==> config.mk <==
export PLATFORM = sky130hd
export DESIGN_NAME = qspi_sram_top
export DESIGN_NICKNAME = d
export VERILOG_FILES = /design/src/hw/qspi_pkg.sv /design/src/hw/qspi_bus_port.sv /design/src/hw/qspi_sequencer.sv /design/src/hw/qspi_phy.sv /design/src/hw/qspi_sram_top.sv
export SDC_FILE = /design/constraint.sdc
export NUM_CORES = 1
export LEC_CHECK = 0
export BUFFER_PORTS_ARGS = -buffer_cell sky130_fd_sc_hd__buf_2
export CAP_MARGIN = 5
export CORE_MARGIN = 3
export CORE_UTILIZATION = 30
export CTS_BUF_LIST = sky130_fd_sc_hd__clkbuf_4 sky130_fd_sc_hd__clkbuf_8
export DETAILED_ROUTE_END_ITERATION = 8
export GPL_TIMING_DRIVEN = 0
export SETUP_SLACK_MARGIN = 0.5
export SLEW_MARGIN = 20
export SYNTH_ARGS = -nofsm -noshare
export SYNTH_HDL_FRONTEND = slang
export SYNTH_HIERARCHICAL = 1
export SYNTH_SLANG_ARGS = --single-unit
export TNS_END_PERCENT = 20
==> constraint.sdc <==
create_clock -name CLK -period 2.8 [get_ports CLK]
set_input_delay 0.42 -clock CLK [delete_from_list [all_inputs] [get_ports CLK]]
set_output_delay 0.42 -clock CLK [all_outputs]
set_load 0.05 [all_outputs]
==> src/hw/qspi_pkg.sv <==
//----------------------------------------
// QSPI SRAM bridge shared definitions
// Widths, SRAM command bytes, sequencer
// states and frame step counts
//----------------------------------------
package qspi_pkg;

    // Bus and serial widths
    localparam int addr_w = 16;
    localparam int data_w = 8;
    localparam int sio_w  = 4;
    localparam int seq_w  = 4;

    // SRAM command bytes
    localparam logic [data_w-1:0] cmd_eqio  = 8'h38;
    localparam logic [data_w-1:0] cmd_read  = 8'h03;
    localparam logic [data_w-1:0] cmd_write = 8'h02;

    // Last step of each frame
    localparam logic [seq_w-1:0] seq_init_last  = 4'd8;
    localparam logic [seq_w-1:0] seq_write_last = 4'd8;
    localparam logic [seq_w-1:0] seq_read_last  = 4'd11;

    typedef enum logic [2:0] {
        st_startup,
        st_init,
        st_idle,
        st_read,
        st_write
    } state_t;

    // Byte to load into the transmit shifter
    typedef enum logic [2:0] {
        ld_none,
        ld_eqio,
        ld_rdcmd,
        ld_wrcmd,
        ld_addr_hi,
        ld_addr_lo,
        ld_wdata
    } txd_load_t;

endpackage

==> src/hw/qspi_bus_port.sv <==
//----------------------------------------
// QSPI SRAM bridge bus port
// Accepts byte requests, holds address and
// write data, keeps the ready flag
//----------------------------------------
`timescale 1ns/1ps

module qspi_bus_port
(
    input  logic                          CLK,
    input  logic                          RES,
    input  logic                          bus_req,
    input  logic                          bus_write,
    input  logic [qspi_pkg::addr_w-1:0]   bus_addr,
    input  logic [qspi_pkg::data_w-1:0]   bus_wdata,
    output logic [qspi_pkg::data_w-1:0]   bus_rdata,
    output logic                          bus_rdy,
    input  logic                          rdy_set,
    input  logic                          rdy_clr,
    input  logic [qspi_pkg::data_w-1:0]   rdata,
    output logic                          accept_read,
    output logic                          accept_write,
    output logic [qspi_pkg::addr_w-1:0]   addr,
    output logic [qspi_pkg::data_w-1:0]   wdata
);

    // Request taken only while ready
    assign accept_read  = bus_req & ~bus_write & bus_rdy;
    assign accept_write = bus_req &  bus_write & bus_rdy;

    always_ff @(posedge CLK)
    begin
        if (accept_read | accept_write)
            addr <= bus_addr;
    end

    always_ff @(posedge CLK)
    begin
        if (accept_write)
            wdata <= bus_wdata;
    end

    // Ready flag, clear wins over set
    always_ff @(posedge CLK, posedge RES)
    begin
        if (RES)
            bus_rdy <= 1'b0;
        else if (rdy_clr)
            bus_rdy <= 1'b0;
        else if (rdy_set)
            bus_rdy <= 1'b1;
    end

    assign bus_rdata = rdata;

endmodule

==> src/hw/qspi_sequencer.sv <==
//----------------------------------------
// QSPI SRAM bridge sequencer
// Steps through init, write and read
// frames and strobes the phy controls
//----------------------------------------
`timescale 1ns/1ps

module qspi_sequencer
(
    input  logic                        CLK,
    input  logic                        RES,
    input  logic                        accept_read,
    input  logic                        accept_write,
    output logic                        rdy_set,
    output logic                        rdy_clr,
    output logic                        cs_assert,
    output logic                        cs_negate,
    output logic                        sck_on,
    output logic                        sck_off,
    output qspi_pkg::txd_load_t         txd_load,
    output logic                        shift_1,
    output logic                        shift_4,
    output logic [qspi_pkg::sio_w-1:0]  sio_e_set,
    output logic [qspi_pkg::sio_w-1:0]  sio_e_clr,
    output logic                        rx_hi,
    output logic                        rx_lo
);
    import qspi_pkg::*;

    state_t           state;
    state_t           state_next;
    logic [seq_w-1:0] seq;
    logic             seq_inc;
    logic             frame_end;
    logic             restart;

    // Counter runs while a frame is active, otherwise it clears
    always_ff @(posedge CLK, posedge RES)
    begin
        if (RES)
        begin
            state <= st_startup;
            seq   <= '0;
        end
        else
        begin
            state <= state_next;
            seq   <= seq_inc ? seq + 1'b1 : '0;
        end
    end

    always_comb
    begin
        state_next = state;
        seq_inc    = 1'b0;
        frame_end  = 1'b0;
        restart    = 1'b0;
        rdy_set    = 1'b0;
        rdy_clr    = 1'b0;
        cs_assert  = 1'b0;
        cs_negate  = 1'b0;
        sck_on     = 1'b0;
        sck_off    = 1'b0;
        txd_load   = ld_none;
        shift_1    = 1'b0;
        shift_4    = 1'b0;
        sio_e_set  = '0;
        sio_e_clr  = '0;
        rx_hi      = 1'b0;
        rx_lo      = 1'b0;
        case (state)
            st_startup:
                state_next = st_init;
            //----------------------------------------
            // Enter quad mode, one bit per clock on SIO0
            st_init:
            begin
                seq_inc = 1'b1;
                case (seq)
                    4'd0:
                    begin
                        cs_assert = 1'b1;
                        sck_on    = 1'b1;
                        txd_load  = ld_eqio;
                        sio_e_set = 4'b0001;
                    end
                    4'd1, 4'd2, 4'd3, 4'd4, 4'd5, 4'd6:
                        shift_1 = 1'b1;
                    seq_init_last - 4'd1:
                    begin
                        shift_1 = 1'b1;
                        rdy_set = 1'b1;
                    end
                    seq_init_last:
                        frame_end = 1'b1;
                    default:
                        restart = 1'b1;
                endcase
            end
            st_idle:
                seq_inc = 1'b0;
            //----------------------------------------
            // Command and address nibbles are common to both
            st_read, st_write:
            begin
                seq_inc = 1'b1;
                case (seq)
                    4'd0:
                    begin
                        cs_assert = 1'b1;
                        sck_on    = 1'b1;
                        sio_e_set = '1;
                        txd_load  = (state == st_read) ? ld_rdcmd : ld_wrcmd;
                    end
                    4'd1, 4'd3, 4'd5:
                        shift_4 = 1'b1;
                    4'd2:
                        txd_load = ld_addr_hi;
                    4'd4:
                        txd_load = ld_addr_lo;
                    default:
                    begin
                        if (state == st_write)
                        begin
                            case (seq)
                                4'd6:
                                    txd_load = ld_wdata;
                                seq_write_last - 4'd1:
                                begin
                                    shift_4 = 1'b1;
                                    rdy_set = 1'b1;
                                end
                                seq_write_last:
                                    frame_end = 1'b1;
                                default:
                                    restart = 1'b1;
                            endcase
                        end
                        else
                        begin
                            case (seq)
                                // Turnaround, SRAM takes the lines
                                4'd6:
                                    sio_e_clr = '1;
                                4'd7, 4'd8:
                                    seq_inc = 1'b1;
                                seq_read_last - 4'd2:
                                    rx_hi = 1'b1;
                                seq_read_last - 4'd1:
                                begin
                                    rx_lo   = 1'b1;
                                    sck_off = 1'b1;
                                    rdy_set = 1'b1;
                                end
                                seq_read_last:
                                    frame_end = 1'b1;
                                default:
                                    restart = 1'b1;
                            endcase
                        end
                    end
                endcase
            end
            default:
                restart = 1'b1;
        endcase

        // Close the frame and pick up a waiting request
        if (frame_end | restart)
        begin
            seq_inc   = 1'b0;
            cs_negate = 1'b1;
            sck_off   = 1'b1;
            sio_e_clr = '1;
        end
        if (restart)
            state_next = st_startup;
        else if (frame_end | (state == st_idle))
        begin
            state_next = accept_write ? st_write : accept_read ? st_read : st_idle;
            rdy_clr    = accept_write | accept_read;
        end
    end

endmodule

==> src/hw/qspi_phy.sv <==
//----------------------------------------
// QSPI SRAM bridge phy
// Chip select, gated serial clock, transmit
// shifter, line enables and receive byte
//----------------------------------------
`timescale 1ns/1ps

module qspi_phy
(
    input  logic                          CLK,
    input  logic                          RES,
    input  logic                          cs_assert,
    input  logic                          cs_negate,
    input  logic                          sck_on,
    input  logic                          sck_off,
    input  qspi_pkg::txd_load_t           txd_load,
    input  logic                          shift_1,
    input  logic                          shift_4,
    input  logic [qspi_pkg::sio_w-1:0]    sio_e_set,
    input  logic [qspi_pkg::sio_w-1:0]    sio_e_clr,
    input  logic                          rx_hi,
    input  logic                          rx_lo,
    input  logic [qspi_pkg::addr_w-1:0]   addr,
    input  logic [qspi_pkg::data_w-1:0]   wdata,
    output logic [qspi_pkg::data_w-1:0]   rdata,
    output logic                          qspi_cs_n,
    output logic                          qspi_sck,
    output logic [qspi_pkg::sio_w-1:0]    qspi_sio_o,
    output logic [qspi_pkg::sio_w-1:0]    qspi_sio_e,
    input  logic [qspi_pkg::sio_w-1:0]    qspi_sio_i
);
    import qspi_pkg::*;

    logic              sck_en;
    logic              sck_en_neg;
    logic [data_w-1:0] txd;
    logic [sio_w-1:0]  rx_nib;
    logic [data_w-1:0] rx_byte;

    //----------------------------------------
    // Chip select and clock gating
    //----------------------------------------
    always_ff @(posedge CLK, posedge RES)
    begin
        if (RES)
            qspi_cs_n <= 1'b1;
        else if (cs_assert)
            qspi_cs_n <= 1'b0;
        else if (cs_negate)
            qspi_cs_n <= 1'b1;
    end

    always_ff @(posedge CLK, posedge RES)
    begin
        if (RES)
            sck_en <= 1'b0;
        else if (sck_on)
            sck_en <= 1'b1;
        else if (sck_off)
            sck_en <= 1'b0;
    end

    // Half-cycle delayed copy keeps SCK free of runt pulses
    always_ff @(negedge CLK, posedge RES)
    begin
        if (RES)
            sck_en_neg <= 1'b0;
        else
            sck_en_neg <= sck_en;
    end

    assign qspi_sck = ~CLK & sck_en & sck_en_neg;

    //----------------------------------------
    // Transmit shifter, upper nibble on SIO
    //----------------------------------------
    always_ff @(posedge CLK, posedge RES)
    begin
        if (RES)
            txd <= '0;
        else if (shift_1)
            txd <= {txd[data_w-2:0], txd[data_w-1]};
        else if (shift_4)
            txd <= {txd[3:0], txd[data_w-1:4]};
        else
        begin
            case (txd_load)
                // Rotated so bit 7 sits on SIO0 first
                ld_eqio:    txd <= {cmd_eqio[2:0], cmd_eqio[data_w-1:3]};
                ld_rdcmd:   txd <= cmd_read;
                ld_wrcmd:   txd <= cmd_write;
                ld_addr_hi: txd <= addr[addr_w-1:data_w];
                ld_addr_lo: txd <= addr[data_w-1:0];
                ld_wdata:   txd <= wdata;
                default:    txd <= txd;
            endcase
        end
    end

    assign qspi_sio_o = txd[data_w-1:4];

    always_ff @(posedge CLK, posedge RES)
    begin
        if (RES)
            qspi_sio_e <= '0;
        else
            qspi_sio_e <= (qspi_sio_e & ~sio_e_clr) | sio_e_set;
    end

    //----------------------------------------
    // Receive, nibble taken on falling edge
    //----------------------------------------
    always_ff @(negedge CLK)
    begin
        if (rx_hi | rx_lo)
            rx_nib <= qspi_sio_i;
    end

    always_ff @(posedge CLK)
    begin
        if (rx_hi)
            rx_byte <= {rx_nib, rx_byte[3:0]};
        else if (rx_lo)
            rx_byte <= {rx_byte[data_w-1:4], rx_nib};
    end

    assign rdata = rx_byte;

endmodule

==> src/hw/qspi_sram_top.sv <==
//----------------------------------------
// QSPI SRAM bridge top level
// Bus port, sequencer and phy
//----------------------------------------
`timescale 1ns/1ps

module qspi_sram_top
(
    input  logic                          CLK,
    input  logic                          RES,
    input  logic                          bus_req,
    input  logic                          bus_write,
    input  logic [qspi_pkg::addr_w-1:0]   bus_addr,
    input  logic [qspi_pkg::data_w-1:0]   bus_wdata,
    output logic [qspi_pkg::data_w-1:0]   bus_rdata,
    output logic                          bus_rdy,
    output logic                          qspi_cs_n,
    output logic                          qspi_sck,
    output logic [qspi_pkg::sio_w-1:0]    qspi_sio_o,
    output logic [qspi_pkg::sio_w-1:0]    qspi_sio_e,
    input  logic [qspi_pkg::sio_w-1:0]    qspi_sio_i
);
    import qspi_pkg::*;

    logic              accept_read;
    logic              accept_write;
    logic              rdy_set;
    logic              rdy_clr;
    logic [addr_w-1:0] addr;
    logic [data_w-1:0] wdata;
    logic [data_w-1:0] rdata;
    logic              cs_assert;
    logic              cs_negate;
    logic              sck_on;
    logic              sck_off;
    txd_load_t         txd_load;
    logic              shift_1;
    logic              shift_4;
    logic [sio_w-1:0]  sio_e_set;
    logic [sio_w-1:0]  sio_e_clr;
    logic              rx_hi;
    logic              rx_lo;

    qspi_bus_port i_qspi_bus_port
    (
        .CLK          (CLK),
        .RES          (RES),
        .bus_req      (bus_req),
        .bus_write    (bus_write),
        .bus_addr     (bus_addr),
        .bus_wdata    (bus_wdata),
        .bus_rdata    (bus_rdata),
        .bus_rdy      (bus_rdy),
        .rdy_set      (rdy_set),
        .rdy_clr      (rdy_clr),
        .rdata        (rdata),
        .accept_read  (accept_read),
        .accept_write (accept_write),
        .addr         (addr),
        .wdata        (wdata)
    );

    qspi_sequencer i_qspi_sequencer
    (
        .CLK          (CLK),
        .RES          (RES),
        .accept_read  (accept_read),
        .accept_write (accept_write),
        .rdy_set      (rdy_set),
        .rdy_clr      (rdy_clr),
        .cs_assert    (cs_assert),
        .cs_negate    (cs_negate),
        .sck_on       (sck_on),
        .sck_off      (sck_off),
        .txd_load     (txd_load),
        .shift_1      (shift_1),
        .shift_4      (shift_4),
        .sio_e_set    (sio_e_set),
        .sio_e_clr    (sio_e_clr),
        .rx_hi        (rx_hi),
        .rx_lo        (rx_lo)
    );

    qspi_phy i_qspi_phy
    (
        .CLK          (CLK),
        .RES          (RES),
        .cs_assert    (cs_assert),
        .cs_negate    (cs_negate),
        .sck_on       (sck_on),
        .sck_off      (sck_off),
        .txd_load     (txd_load),
        .shift_1      (shift_1),
        .shift_4      (shift_4),
        .sio_e_set    (sio_e_set),
        .sio_e_clr    (sio_e_clr),
        .rx_hi        (rx_hi),
        .rx_lo        (rx_lo),
        .addr         (addr),
        .wdata        (wdata),
        .rdata        (rdata),
        .qspi_cs_n    (qspi_cs_n),
        .qspi_sck     (qspi_sck),
        .qspi_sio_o   (qspi_sio_o),
        .qspi_sio_e   (qspi_sio_e),
        .qspi_sio_i   (qspi_sio_i)
    );

endmodule

### Word level (Yosys, flattened, before mapping)

Index checks and enable logic that the tools add are counted.
Widths: inputs -> output; s select.

| operators by class | value |
|---|---|
| add/sub/neg operators | 1 |
| equality and inequality tests | 21 |
| muxes and demuxes | 67 |
| bitwise operators | 16 |
| reduce and logical (&&, ||, !) cells | 18 |

Operators by type and width:

| kind | count |
|---|---|
| $pmux 8 s6 | 1 |
| $mux 1 | 42 |
| $mux 4 | 8 |
| $mux 8 | 3 |
| $mux 3 | 6 |
| $eq 4x3->1 const B | 4 |
| $eq 4x4->1 const B | 4 |
| $eq 3x2->1 const B | 4 |
| $eq 3x3->1 const B | 4 |
| $pmux 3 s4 | 1 |
| $reduce_or 3->1 | 4 |
| $reduce_or 6->1 | 2 |
| $reduce_or 9->1 | 1 |
| $eq 4x2->1 const B | 2 |
| $pmux 4 s2 | 1 |
| $reduce_bool 8->1 | 1 |
| $reduce_or 7->1 | 1 |
| $and 1x1->1 | 6 |
| $eq 3x1->1 const B | 2 |
| $pmux 1 s2 | 3 |
| $pmux 3 s2 | 1 |
| $reduce_bool 2->1 | 3 |
| $add 4x1->4 const B | 1 |
| $and 4x4->4 | 1 |
| 11 further kinds | 17 |

| storage, ports and cells | value |
|---|---|
| register bits | 59 |
| input port bits | 32 |
| word-level logic and storage cells | 136 |

### Depth between registers and ports, before layout

Gate-level depths: netlist of the first run.

| logic depth | value |
|---|---|
| depth in word-level cells | 11 |
| depth in mapped cells | 13 |
| mapped depth without buffers | 10 |

### By module

Netlist of the first run, hierarchy kept.

Modules (own cells, without submodules):

| module | times used | cells an instance | area an instance (µm²) |
|---|---|---|---|
| qspi_phy | 1 | 125 | 1365.1 |
| qspi_sequencer | 1 | 106 | 908.4 |
| qspi_bus_port | 1 | 38 | 842.1 |

==> results of run 1 <==
## synth_stat cells (2+ instances only)
| cell | instances |
|---|---|
| edfxtp_1 | 36 |
| dfrtp_1 | 21 |
| buf_4 | 20 |
| inv_1 | 18 |
| o21ai_0 | 13 |
| nand2_1 | 12 |
| a21oi_1 | 11 |
| nor2b_1 | 9 |
| nand2b_1 | 8 |
| mux2i_1 | 7 |
| nor2_1 | 7 |
| nor3_1 | 7 |
| a21o_1 | 6 |
| buf_2 | 5 |
| nand3_1 | 5 |
| nand3b_1 | 5 |
| a221oi_1 | 4 |
| and2_1 | 4 |
| and2b_1 | 4 |
| and3_1 | 4 |
| ha_1 | 4 |
| o21bai_1 | 4 |
| or3_1 | 4 |
| a2111oi_0 | 3 |
| clkbuf_1 | 3 |
| or2_2 | 3 |
| a31oi_1 | 2 |
| and3b_1 | 2 |
| buf_6 | 2 |
| mux2_2 | 2 |
| o2bb2ai_1 | 2 |
## flip-flops by register name (all words and copies together), names as in the netlist, 3 cells and up
signal and cells:
i_qspi_phy/qspi_sio_e 4, i_qspi_bus_port/addr 16, i_qspi_phy/txd 8, i_qspi_sequencer/seq 4
i_qspi_phy/rdata 8, i_qspi_sequencer/state 3, i_qspi_bus_port/wdata 8, i_qspi_phy/rx_nib 4
## metal layers
metal / part of all wire, % / routed length (microns) / up-vias / global-route usage (%)
met5: 0 / 0 / - / 0
met1: 48 / 3001 / 1054 / 16.43
met4: 0.76 / 48 / 0 / 4.418
li1: - / - / 1126 / -
met2: 46 / 2880 / 56 / 17.05
met3: 6.0 / 376 / 5 / 4.379
## what timing repair did
| item | CTS | global route |
|---|---|---|
| resized for setup | 45 | 3 |
| buffers inserted | 13 | 0 |
| hold buffers | 1 | 0 |
| pin swaps | 13 | 1 |
| hold endpoints to repair | 1 | 0 |
| endpoints found under the setup margin | 18 | 19 |
## stage by stage
stage	setup TNS [ns]	setup WS [ns]	instances	hold WS [ns]
after global routing	-0.4506	-0.09373	486	0.03744
after global placement	-2.125	-0.2733	452	0.2855
after detailed placement	-2.228	-0.2820	452	0.2916
after floorplan	-0.2566	-0.06415	269	0.1487
after CTS	-0.08917	-0.06793	486	0.02514
final	-0.1290	-0.05948	486	0.02137
## worst register-to-register path: stages, from the launching register on
cell and delay, ns:
dfrtp_1 0.48, inv_2 0.10, ha_4 0.20, and3_4 0.18, or2_4 0.25
## path summary, 6_finish.rpt
kind	slack [ns]	endpoint	cells after the start
setup / recovery	-0.06	qspi_sck	2
hold / removal	0.02	i_qspi_sequencer/seq[2]$_DFF_PP0_	2
setup reg to reg	-0.02	i_qspi_phy/rx_nib[3]$_DFFE_NP_	4
hold reg to reg	0.47	i_qspi_phy/qspi_sio_e[2]$_DFF_PP0_	1
max in group asynchronous	0.88	i_qspi_phy/sck_en_neg$_DFF_NP0_	2
min in group CLK	0.25	i_qspi_bus_port/addr[8]$_DFFE_PP_	1
## cells by family after synthesis
| group | Yosys count |
|---|---|
| simple gates | 83 |
| buf+inv | 48 |
| xor+xnor | 2 |
| mux | 9 |
| compound gates | 64 |
| fa+ha+maj | 4 |
| flops | 59 |
## area by class of cell
cell class	instances	area share, %
sequential	59	40.61
multi-input combinational	162	32.50
timing repair buffer	63	8.721
buffer	30	6.089
tap	133	4.070
clock buffer	10	3.397
clock inverter	12	2.999
inverter	17	1.622
## power groups by stage
stage	Sequential [mW]	Combinational [mW]	Clock, mW
3_3_place_gp	1.29	2.10	0.0684
2_1_floorplan	1.38	1.62	0.0598
4_1_cts	1.30	2.55	1.03
5_1_grt	1.33	2.81	1.10
6_report	1.30	2.57	1.01
3_5_place_dp	1.30	2.15	0.0684
==> flow_summary_export.csv, run 1 <==
group,metric,value,unit
clock_network,clockBufferDepth,2,
cells_and_area,layout_common_cells,"buf_2 (50), edfxtp_1 (36), buf_4 (30)",
timing,tightest_slew,0.8744,ns
synth,synth_xor_area_share,0.5622,%
route,wl,6307,microns
cells_and_area,mostFrequentLayoutCell,"buf_2",
floorplan,die_w,107.9,microns
cells_and_area,fill_cells,964,
floorplan,die-area,0.01164,sq mm
placement,placed_area,0.003567,sq mm
cells_and_area,final_core_util,41.08,%
synth,synthSimpleGateAreaFrac,16.43,%
outcome,violations,"setup timing",
placement,numPortBuffers,50,
clock_network,cts_tree,"done",
timing,rsz0062_at_grt,"true",
worst_setup_path,path_cells,"and3_4 -> buf_8",
cells_and_area,regArea,0.001660,sq mm
synth,synth_compound_area_share,16.35,%
job,maxCapViolCount,0,
floorplan,dieHeight,107.9,microns
route,via_count,2241,
synth,synth_top_family_by_area,"simple AND/OR/NAND/NOR gates",
global_routing,grt_pass1_wl,10780,microns
power_and_ir_drop,switchingPower,1.936,mW
synth,synth_nets,305,
worst_setup_path,crit_start,"i_qspi_phy/sck_en_neg$_DFF_NP0_",
global_routing,antenna_found_initial,0,
power_and_ir_drop,totalPowerFinal,4.876,mW
placement,globalplace.congestion,0.8539,
timing,fin_skew,0.04010,ns
worst_setup_path,arrival,2.44,ns
timing,setup_viol,6,
worst_setup_path,end_kind,"output pin",
cells_and_area,fin_area,0.004089,sq mm
synth,synth_top_area_share,34.70,%
power_and_ir_drop,seqPwrFrac,26.6,%
global_routing,grt_pass1_vias,2207,
synth,yosysWarningCount,6,
synth,synthDistinctLibCells,63,
route,drtAntennaViolNets,0,
cells_and_area,drive_above_1_share,42.78,%
floorplan,core,0.009955,sq mm
route,drt_iter0_drc,102,
global_routing,grt_overflow,0,
worst_setup_path,r2r-start,"i_qspi_sequencer/seq[1]$_DFF_PP0_",
synth,async_flop_share,38.98,%
clock_network,clkSlewWorstSetupHoldPaths,0.07,ns
route,first_pass_iters,4,
worst_setup_path,cp.required,2.38,ns
synth,synth_area_leaders,"edfxtp_1 (35%), dfrtp_1 (17%), buf_4 (4.8%)",
power_and_ir_drop,ir_drop,0.4050,mV
cells_and_area,diodes,0,
synth,synth-main-ff-cell,"edfxtp_1",
synth,synth.area.mux_share,2.972,%
worst_setup_path,crit_type,"reg -> out",
clock_network,clkLatencyLatePin,0.38,ns
timing,slew_viol_final,0,
cells_and_area,area_growth,31.24,%
clock_network,clock-root-buffer,"clkbuf_8",
power_and_ir_drop,combPwrFrac,52.7,%
timing,setup_ws,-0.05948,ns
cells_and_area,multi_input_area,0.001329,sq mm
synth,syn_area,0.003115,sq mm
timing,slew-limit-headroom,41.22,%
synth,synth_seq_area_share,53.21,%
worst_hold_path,hp-class,"in -> async",
route,viasPerCell,4.611,
floorplan,initial_core_util,31.30,%
timing,finalHoldViolCount,0,
power_and_ir_drop,powerDensity,1192,mW/mm^2
worst_setup_path,start_kind,"register",
route,drcViolationCount,0,
synth,syn_avg_cell_area,11.58,sq um
worst_setup_path,cp_slowest_cell,"dfrtn_1",
synth,syn_inst,269,
floorplan,io-pin-count,51,
worst_setup_path,cp_max_fo,1,
power_and_ir_drop,clkPwrFrac,20.7,%
power_and_ir_drop,leakagePower,1.707,nW
global_routing,grt_max_degree,17,
synth,synth_edf_count,36,
synth,synth_top_cell_by_area,"edfxtp_1",
power_and_ir_drop,intPower,2.940,mW
synth,postSynthRegisterBits,59,
global_routing,track_usage,11.91,%
worst_setup_path,crit_family,"flip-flops",
synth,synth_fa_ha_area_share,1.606,%
power_and_ir_drop,p_sw_share,39.70,%
worst_setup_path,crit_buf_inv,1,
floorplan,fp-row-count,36,
clock_network,cts.htree.levels,3,
cells_and_area,nets,384,
route,drt-wirelength-per-cell,12.98,microns
placement,hpwl,4615,microns
outcome,status,"finished with violations",
worst_setup_path,max_stage_delay,0.39,ns
clock_network,cts_buffers,9,
(Power assumes the default switching activity.)
==> inputs of run 2 (changes only) <==
==> constraint.sdc (replaced) <==
create_clock -name CLK -period 2.8 [get_ports CLK]
set_input_delay 0.28 -clock CLK [delete_from_list [all_inputs] [get_ports CLK]]
set_output_delay 0.28 -clock CLK [all_outputs]
set_load 0.05 [all_outputs]
==> flow_summary_export.csv, run 2 (same netlist as run 1, synthesis figures left out) <==
group,metric,value,unit
floorplan,die-area,0.01164,sq mm
clock_network,clock-root-buffer,"clkbuf_8",
timing,fin_setup_tns,0,ns
cells_and_area,stdcell_count,508,
power_and_ir_drop,totalPowerFinal,5.180,mW
timing,slew-limit-headroom,57.41,%
clock_network,cts.htree.levels,3,
global_routing,grt_overflow,0,
timing,fmax,366.4,MHz
power_and_ir_drop,leakagePower,1.824,nW
floorplan,fp-row-count,36,
placement,numPortBuffers,50,
route,drtAntennaViolNets,0,
job,maxCapViolCount,0,
clock_network,clkLatencyLatePin,0.38,ns
floorplan,core,0.009955,sq mm
global_routing,antenna_found_initial,0,
placement,globalplace.congestion,0.8539,
timing,fin_crit_sh,98.37,%
cells_and_area,area_growth,37.19,%
power_and_ir_drop,ir_drop,0.4232,mV
worst_setup_path,cp.required,1.49,ns
route,drt_iter0_drc,147,
outcome,status,"finished, final reports clean",
timing,setup_viol,0,
timing,finalHoldViolCount,0,
power_and_ir_drop,powerDensity,1212,mW/mm^2
route,via_count,2355,
worst_hold_path,hp-class,"in -> async",
global_routing,track_usage,12.09,%
cells_and_area,mostFrequentLayoutCell,"buf_4",
clock_network,clkSlewWorstSetupHoldPaths,0.07,ns
timing,fin_skew,0.04018,ns
cells_and_area,drive_above_1_share,48.27,%
clock_network,clockBufferDepth,2,
timing,rsz0062_at_grt,"true",
worst_setup_path,end_kind,"register",
timing,slew_viol_final,0,
placement,pre_cts_ws,-0.2820,ns
global_routing,grt_pass1_wl,10940,microns
route,first_pass_iters,4,
worst_setup_path,start_kind,"register",
timing,hold_ws,0.03259,ns
route,drt-wirelength-per-cell,13.43,microns
cells_and_area,nets,406,
route,viasPerCell,4.636,
clock_network,cts_buffers,9,
cells_and_area,fill_cells,946,
cells_and_area,top_register,"i_qspi_bus_port/addr",
worst_setup_path,arrival,1.44,ns
floorplan,io-pin-count,51,
placement,placed_cells,452,
floorplan,dieHeight,107.9,microns
floorplan,initial_core_util,31.30,%
cells_and_area,layout_common_cells,"buf_4 (52), buf_2 (51), edfxtp_1 (36)",
worst_setup_path,cp_max_fo,4,
worst_setup_path,crit_type,"reg -> reg",
timing,tightest_slew,0.6382,ns
placement,hpwl,4615,microns
timing,setup_ws,0.04570,ns
route,drcViolationCount,0,
global_routing,grt_max_degree,17,
clock_network,cts_tree,"done",
timing,finalCriticalPeriod,2.754,ns
global_routing,grt_pass1_vias,2204,
cells_and_area,diodes,0,
floorplan,die_w,107.9,microns
cells_and_area,largest_reg_flops,16,
route,wl,6824,microns
run 2: cell types whose count changed in the layout (fill, tap and decap cells not counted), sizes merged:
| cell | delta |
|---|---|
| buf | +22 |
run 2: layer usage:
| layer | global-route usage [%] | part of all wire, % | vias to the layer above |
|---|---|---|---|
| met4 | 4.238 | 1.4 | 0 |
| li1 | - | - | 1166 |
| met3 | 4.439 | 6.5 | 7 |
| met5 | 0 | 0 | - |
| met2 | 17.36 | 46 | 65 |
| met1 | 16.74 | 46 | 1117 |
run 2: path summary, 6_finish.rpt:
check / to / slack (ns) / start / cells after the start
worst max-delay path: i_qspi_phy/rx_nib[3]$_DFFE_NP_ / 0.05 / i_qspi_sequencer/state[2]$_DFFE_PP0P_ / 5
worst min-delay path: i_qspi_phy/txd[0]$_DFFE_PP0P_ / 0.03 / RES / 2
worst max register to register: i_qspi_phy/rx_nib[3]$_DFFE_NP_ / 0.05 / i_qspi_sequencer/state[2]$_DFFE_PP0P_ / 5
min in group CLK: i_qspi_bus_port/addr[8]$_DFFE_PP_ / 0.11 / bus_addr[8] / 1
worst min register to register: i_qspi_phy/qspi_sio_e[2]$_DFF_PP0_ / 0.47 / i_qspi_phy/qspi_sio_e[2]$_DFF_PP0_ / 1
max in group asynchronous: i_qspi_phy/sck_en_neg$_DFF_NP0_ / 1.02 / RES / 2
run 2: worst max-delay path, cell delays in order, from the launching register on:
cell and delay, ns:
dfrtp_2 0.42, nand2b_4 0.14, buf_8 0.12, nor2_4 0.10, and3_4 0.19, or2_4 0.13
run 2: area by class of cell:
class / count / area (sq um) / area share, %
inverter: 17 / 68.82 / 1.610
clock buffer: 10 / 131.4 / 3.074
tap: 133 / 166.4 / 3.893
buffer: 30 / 242.7 / 5.679
timing repair buffer: 85 / 525.5 / 12.30
multi-input combinational: 162 / 1355 / 31.70
sequential: 59 / 1662 / 38.88
clock inverter: 12 / 122.6 / 2.869
run 2: repair_timing:
item	CTS	global route
hold endpoints to repair	8	0
setup endpoints to repair	18	19
pin swaps	13	12
hold buffers	1	0
gates resized for setup	43	15
buffers inserted	15	20
run 2: through the flow:
stage / util (%) / cell area [sq um]
after global routing: 42.94 / 4274
after detailed placement: 35.83 / 3567
final: 42.94 / 4274
after floorplan: - / 3144
after global placement: 35.77 / 3561
after CTS: 40.89 / 4070
run 2: power breakdown:
| part | internal (mW) | total [mW] | switching (mW) |
|---|---|---|---|
| registers | 1.16 | 1.30 | 0.145 |
| clock network | 0.570 | 0.982 | 0.411 |
| logic | 1.42 | 2.90 | 1.48 |
| total | 3.14 | 5.18 | 2.04 |
==> inputs of run 3 (changes only) <==
Settings changed: ABC_AREA set to 1.
==> flow_summary_export.csv, run 3 <==
group,metric,value,unit
placement,placed_area,0.003580,sq mm
power_and_ir_drop,ir_drop,0.4333,mV
job,maxCapViolCount,0,
timing,fin_skew,0.05698,ns
route,drt_iter0_drc,133,
route,drt-wirelength-per-cell,12.29,microns
worst_hold_path,hold_depth,1,
outcome,violations,"setup timing",
worst_setup_path,end_kind,"output pin",
cells_and_area,area_growth,36.54,%
synth,synth_area_leaders,"edfxtp_1 (34%), dfrtp_1 (17%), nand2_1 (8.8%)",
global_routing,track_usage,13.07,%
synth,syn_area,0.003151,sq mm
worst_hold_path,hp-class,"in -> reg",
placement,numPortBuffers,50,
cells_and_area,drive_above_1_share,40.14,%
worst_setup_path,path_cells,"nand2_1 -> nor2_2 -> buf_6",
global_routing,grt_pass1_vias,2506,
worst_setup_path,cp.required,2.52,ns
worst_setup_path,r2r-start,"i_qspi_sequencer/seq[0]$_DFF_PP0_",
synth,synthTopCellsByCount,"nand2_1 (74), inv_1 (41), edfxtp_1 (36), nor2_1 (36), dfrtp_1 (21)",
cells_and_area,fin_area,0.004302,sq mm
timing,setup_ws,-0.009704,ns
global_routing,grt_max_degree,17,
worst_setup_path,cp.depth,3,
cells_and_area,fill_cells,964,
worst_setup_path,crit_buf_inv,1,
worst_setup_path,cp_slowest_cell,"dfrtn_1",
timing,rsz0062_at_grt,"true",
floorplan,fp-row-count,36,
timing,setup_viol,2,
worst_setup_path,max_stage_delay,0.38,ns
floorplan,core,0.01000,sq mm
worst_setup_path,start_kind,"register",
synth,yosysWarningCount,6,
worst_hold_path,holdCritStartpoint,"bus_addr[6]",
clock_network,cts_tree,"done",
placement,hpwl,4949,microns
power_and_ir_drop,leakagePower,1.984,nW
synth,synth_top_cell_by_area,"edfxtp_1",
power_and_ir_drop,totalPowerFinal,4.737,mW
synth,postSynthRegisterBits,59,
synth,syn_inst,340,
synth,async_flop_share,38.98,%
power_and_ir_drop,powerDensity,1101,mW/mm^2
worst_setup_path,cp_max_fo,1,
cells_and_area,diodes,0,
route,wl,7054,microns
route,viasPerCell,4.280,
synth,synth_edf_count,36,
synth,synth-main-ff-cell,"edfxtp_1",
worst_setup_path,crit_family,"flip-flops",
floorplan,die-area,0.01177,sq mm
placement,globalplace.congestion,0.8268,
synth,synth_nets,376,
timing,tightest_slew,0.7806,ns
route,via_count,2457,
floorplan,die_w,108.5,microns
cells_and_area,top_register,"i_qspi_bus_port/addr",
floorplan,initial_core_util,31.51,%
cells_and_area,largest_reg_flops,16,
timing,slew_viol_final,0,
cells_and_area,nets,473,
worst_setup_path,crit_start,"i_qspi_phy/sck_en_neg$_DFF_NP0_",
synth,synth_top_area_share,34.31,%
route,first_pass_iters,4,
synth,synth_seq_area_share,52.62,%
worst_setup_path,rr_worst_depth,7,
timing,finalHoldViolCount,0,
floorplan,io-pin-count,51,
global_routing,grt_pass1_wl,11760,microns
cells_and_area,layout_common_cells,"nand2_1 (70), buf_2 (49), edfxtp_1 (36)",
route,drtAntennaViolNets,0,
synth,synthDistinctLibCells,38,
route,drcViolationCount,0,
global_routing,grt_overflow,0,
worst_setup_path,arrival,2.53,ns
floorplan,dieHeight,108.5,microns
global_routing,antenna_found_initial,0,
cells_and_area,final_core_util,43.02,%
clock_network,clkSlewWorstSetupHoldPaths,0.06,ns
cells_and_area,mostFrequentLayoutCell,"nand2_1",
clock_network,clkLatencyLatePin,0.48,ns
outcome,status,"finished with violations",
synth,yosysMostFrequentCell,"nand2_1",
timing,slew-limit-headroom,47.77,%
timing,hold_ws,0.03292,ns
worst_setup_path,crit_type,"reg -> out",
synth,syn_avg_cell_area,9.266,sq um
-- run 3: per-layer routing --
layer | GRT usage (%) | routed length (microns) | vias to the layer above
li1 | - | - | 1291
met3 | 3.821 | 255 | 5
met4 | 6.943 | 70 | 0
met1 | 16.80 | 3310 | 1116
met5 | 0 | 0 | -
met2 | 19.81 | 3418 | 45
-- run 3: cell families (layout without fill, tap and decap cells) --
family	count (synthesis)	count (layout)	share of synthesized area [%]
adder cells (fa/ha/maj)	4	4	1.589
AO/OA/AOI/OAI	31	31	6.474
flip-flops	59	59	52.62
AND/OR/NAND/NOR	173	173	27.24
XOR/XNOR	1	1	0.2780
buffers and inverters	72	173	11.79
-- run 3: metrics by stage --
stage / TNS, ns / setup slack [ns] / instances
after floorplan: 0 / 0.008201 / 340
after global placement: -1.061 / -0.2170 / 523
after detailed placement: -1.627 / -0.2122 / 523
after CTS: -0.03905 / -0.03905 / 566
after global routing: -0.09276 / -0.07217 / 574
final: -0.009704 / -0.009704 / 574
-- run 3: layout make-up --
class	instances	area [sq um]	share of cell area, %
plain buffers	24	193.9	4.508
clock buffers	14	183.9	4.276
clock inverters	9	92.59	2.152
inverters	47	187.7	4.363
multi-input cells	209	1286	29.90
flip-flops and latches	59	1665	38.71
well taps	133	166.4	3.869
repair buffers	79	525.5	12.22
-- run 3: timing repair --
item	in CTS	in global routing
setup endpoints to repair	14	15
pin swaps	24	3
resized for setup	46	7
endpoints found under the hold margin	32	7
cloned	0	0
setup buffers	10	1
hold buffers	12	7
-- run 3: power by group --
part / internal [mW] / switching (mW)
Clock: 0.625 / 0.401
Sequential: 1.17 / 0.161
Combinational: 0.893 / 1.49
-- run 3: final timing paths --
check	end	slack, ns
max	qspi_sck	-0.01
min	i_qspi_bus_port/addr[6]$_DFFE_PP_	0.03
max reg2reg	i_qspi_phy/rx_nib[2]$_DFFE_NP_	0.05
min reg2reg	i_qspi_phy/qspi_cs_n$_DFFE_PP1P_	0.48
max in group asynchronous	i_qspi_phy/sck_en_neg$_DFF_NP0_	0.84
min in group asynchronous	i_qspi_bus_port/bus_rdy$_DFFE_PP0P_	0.31
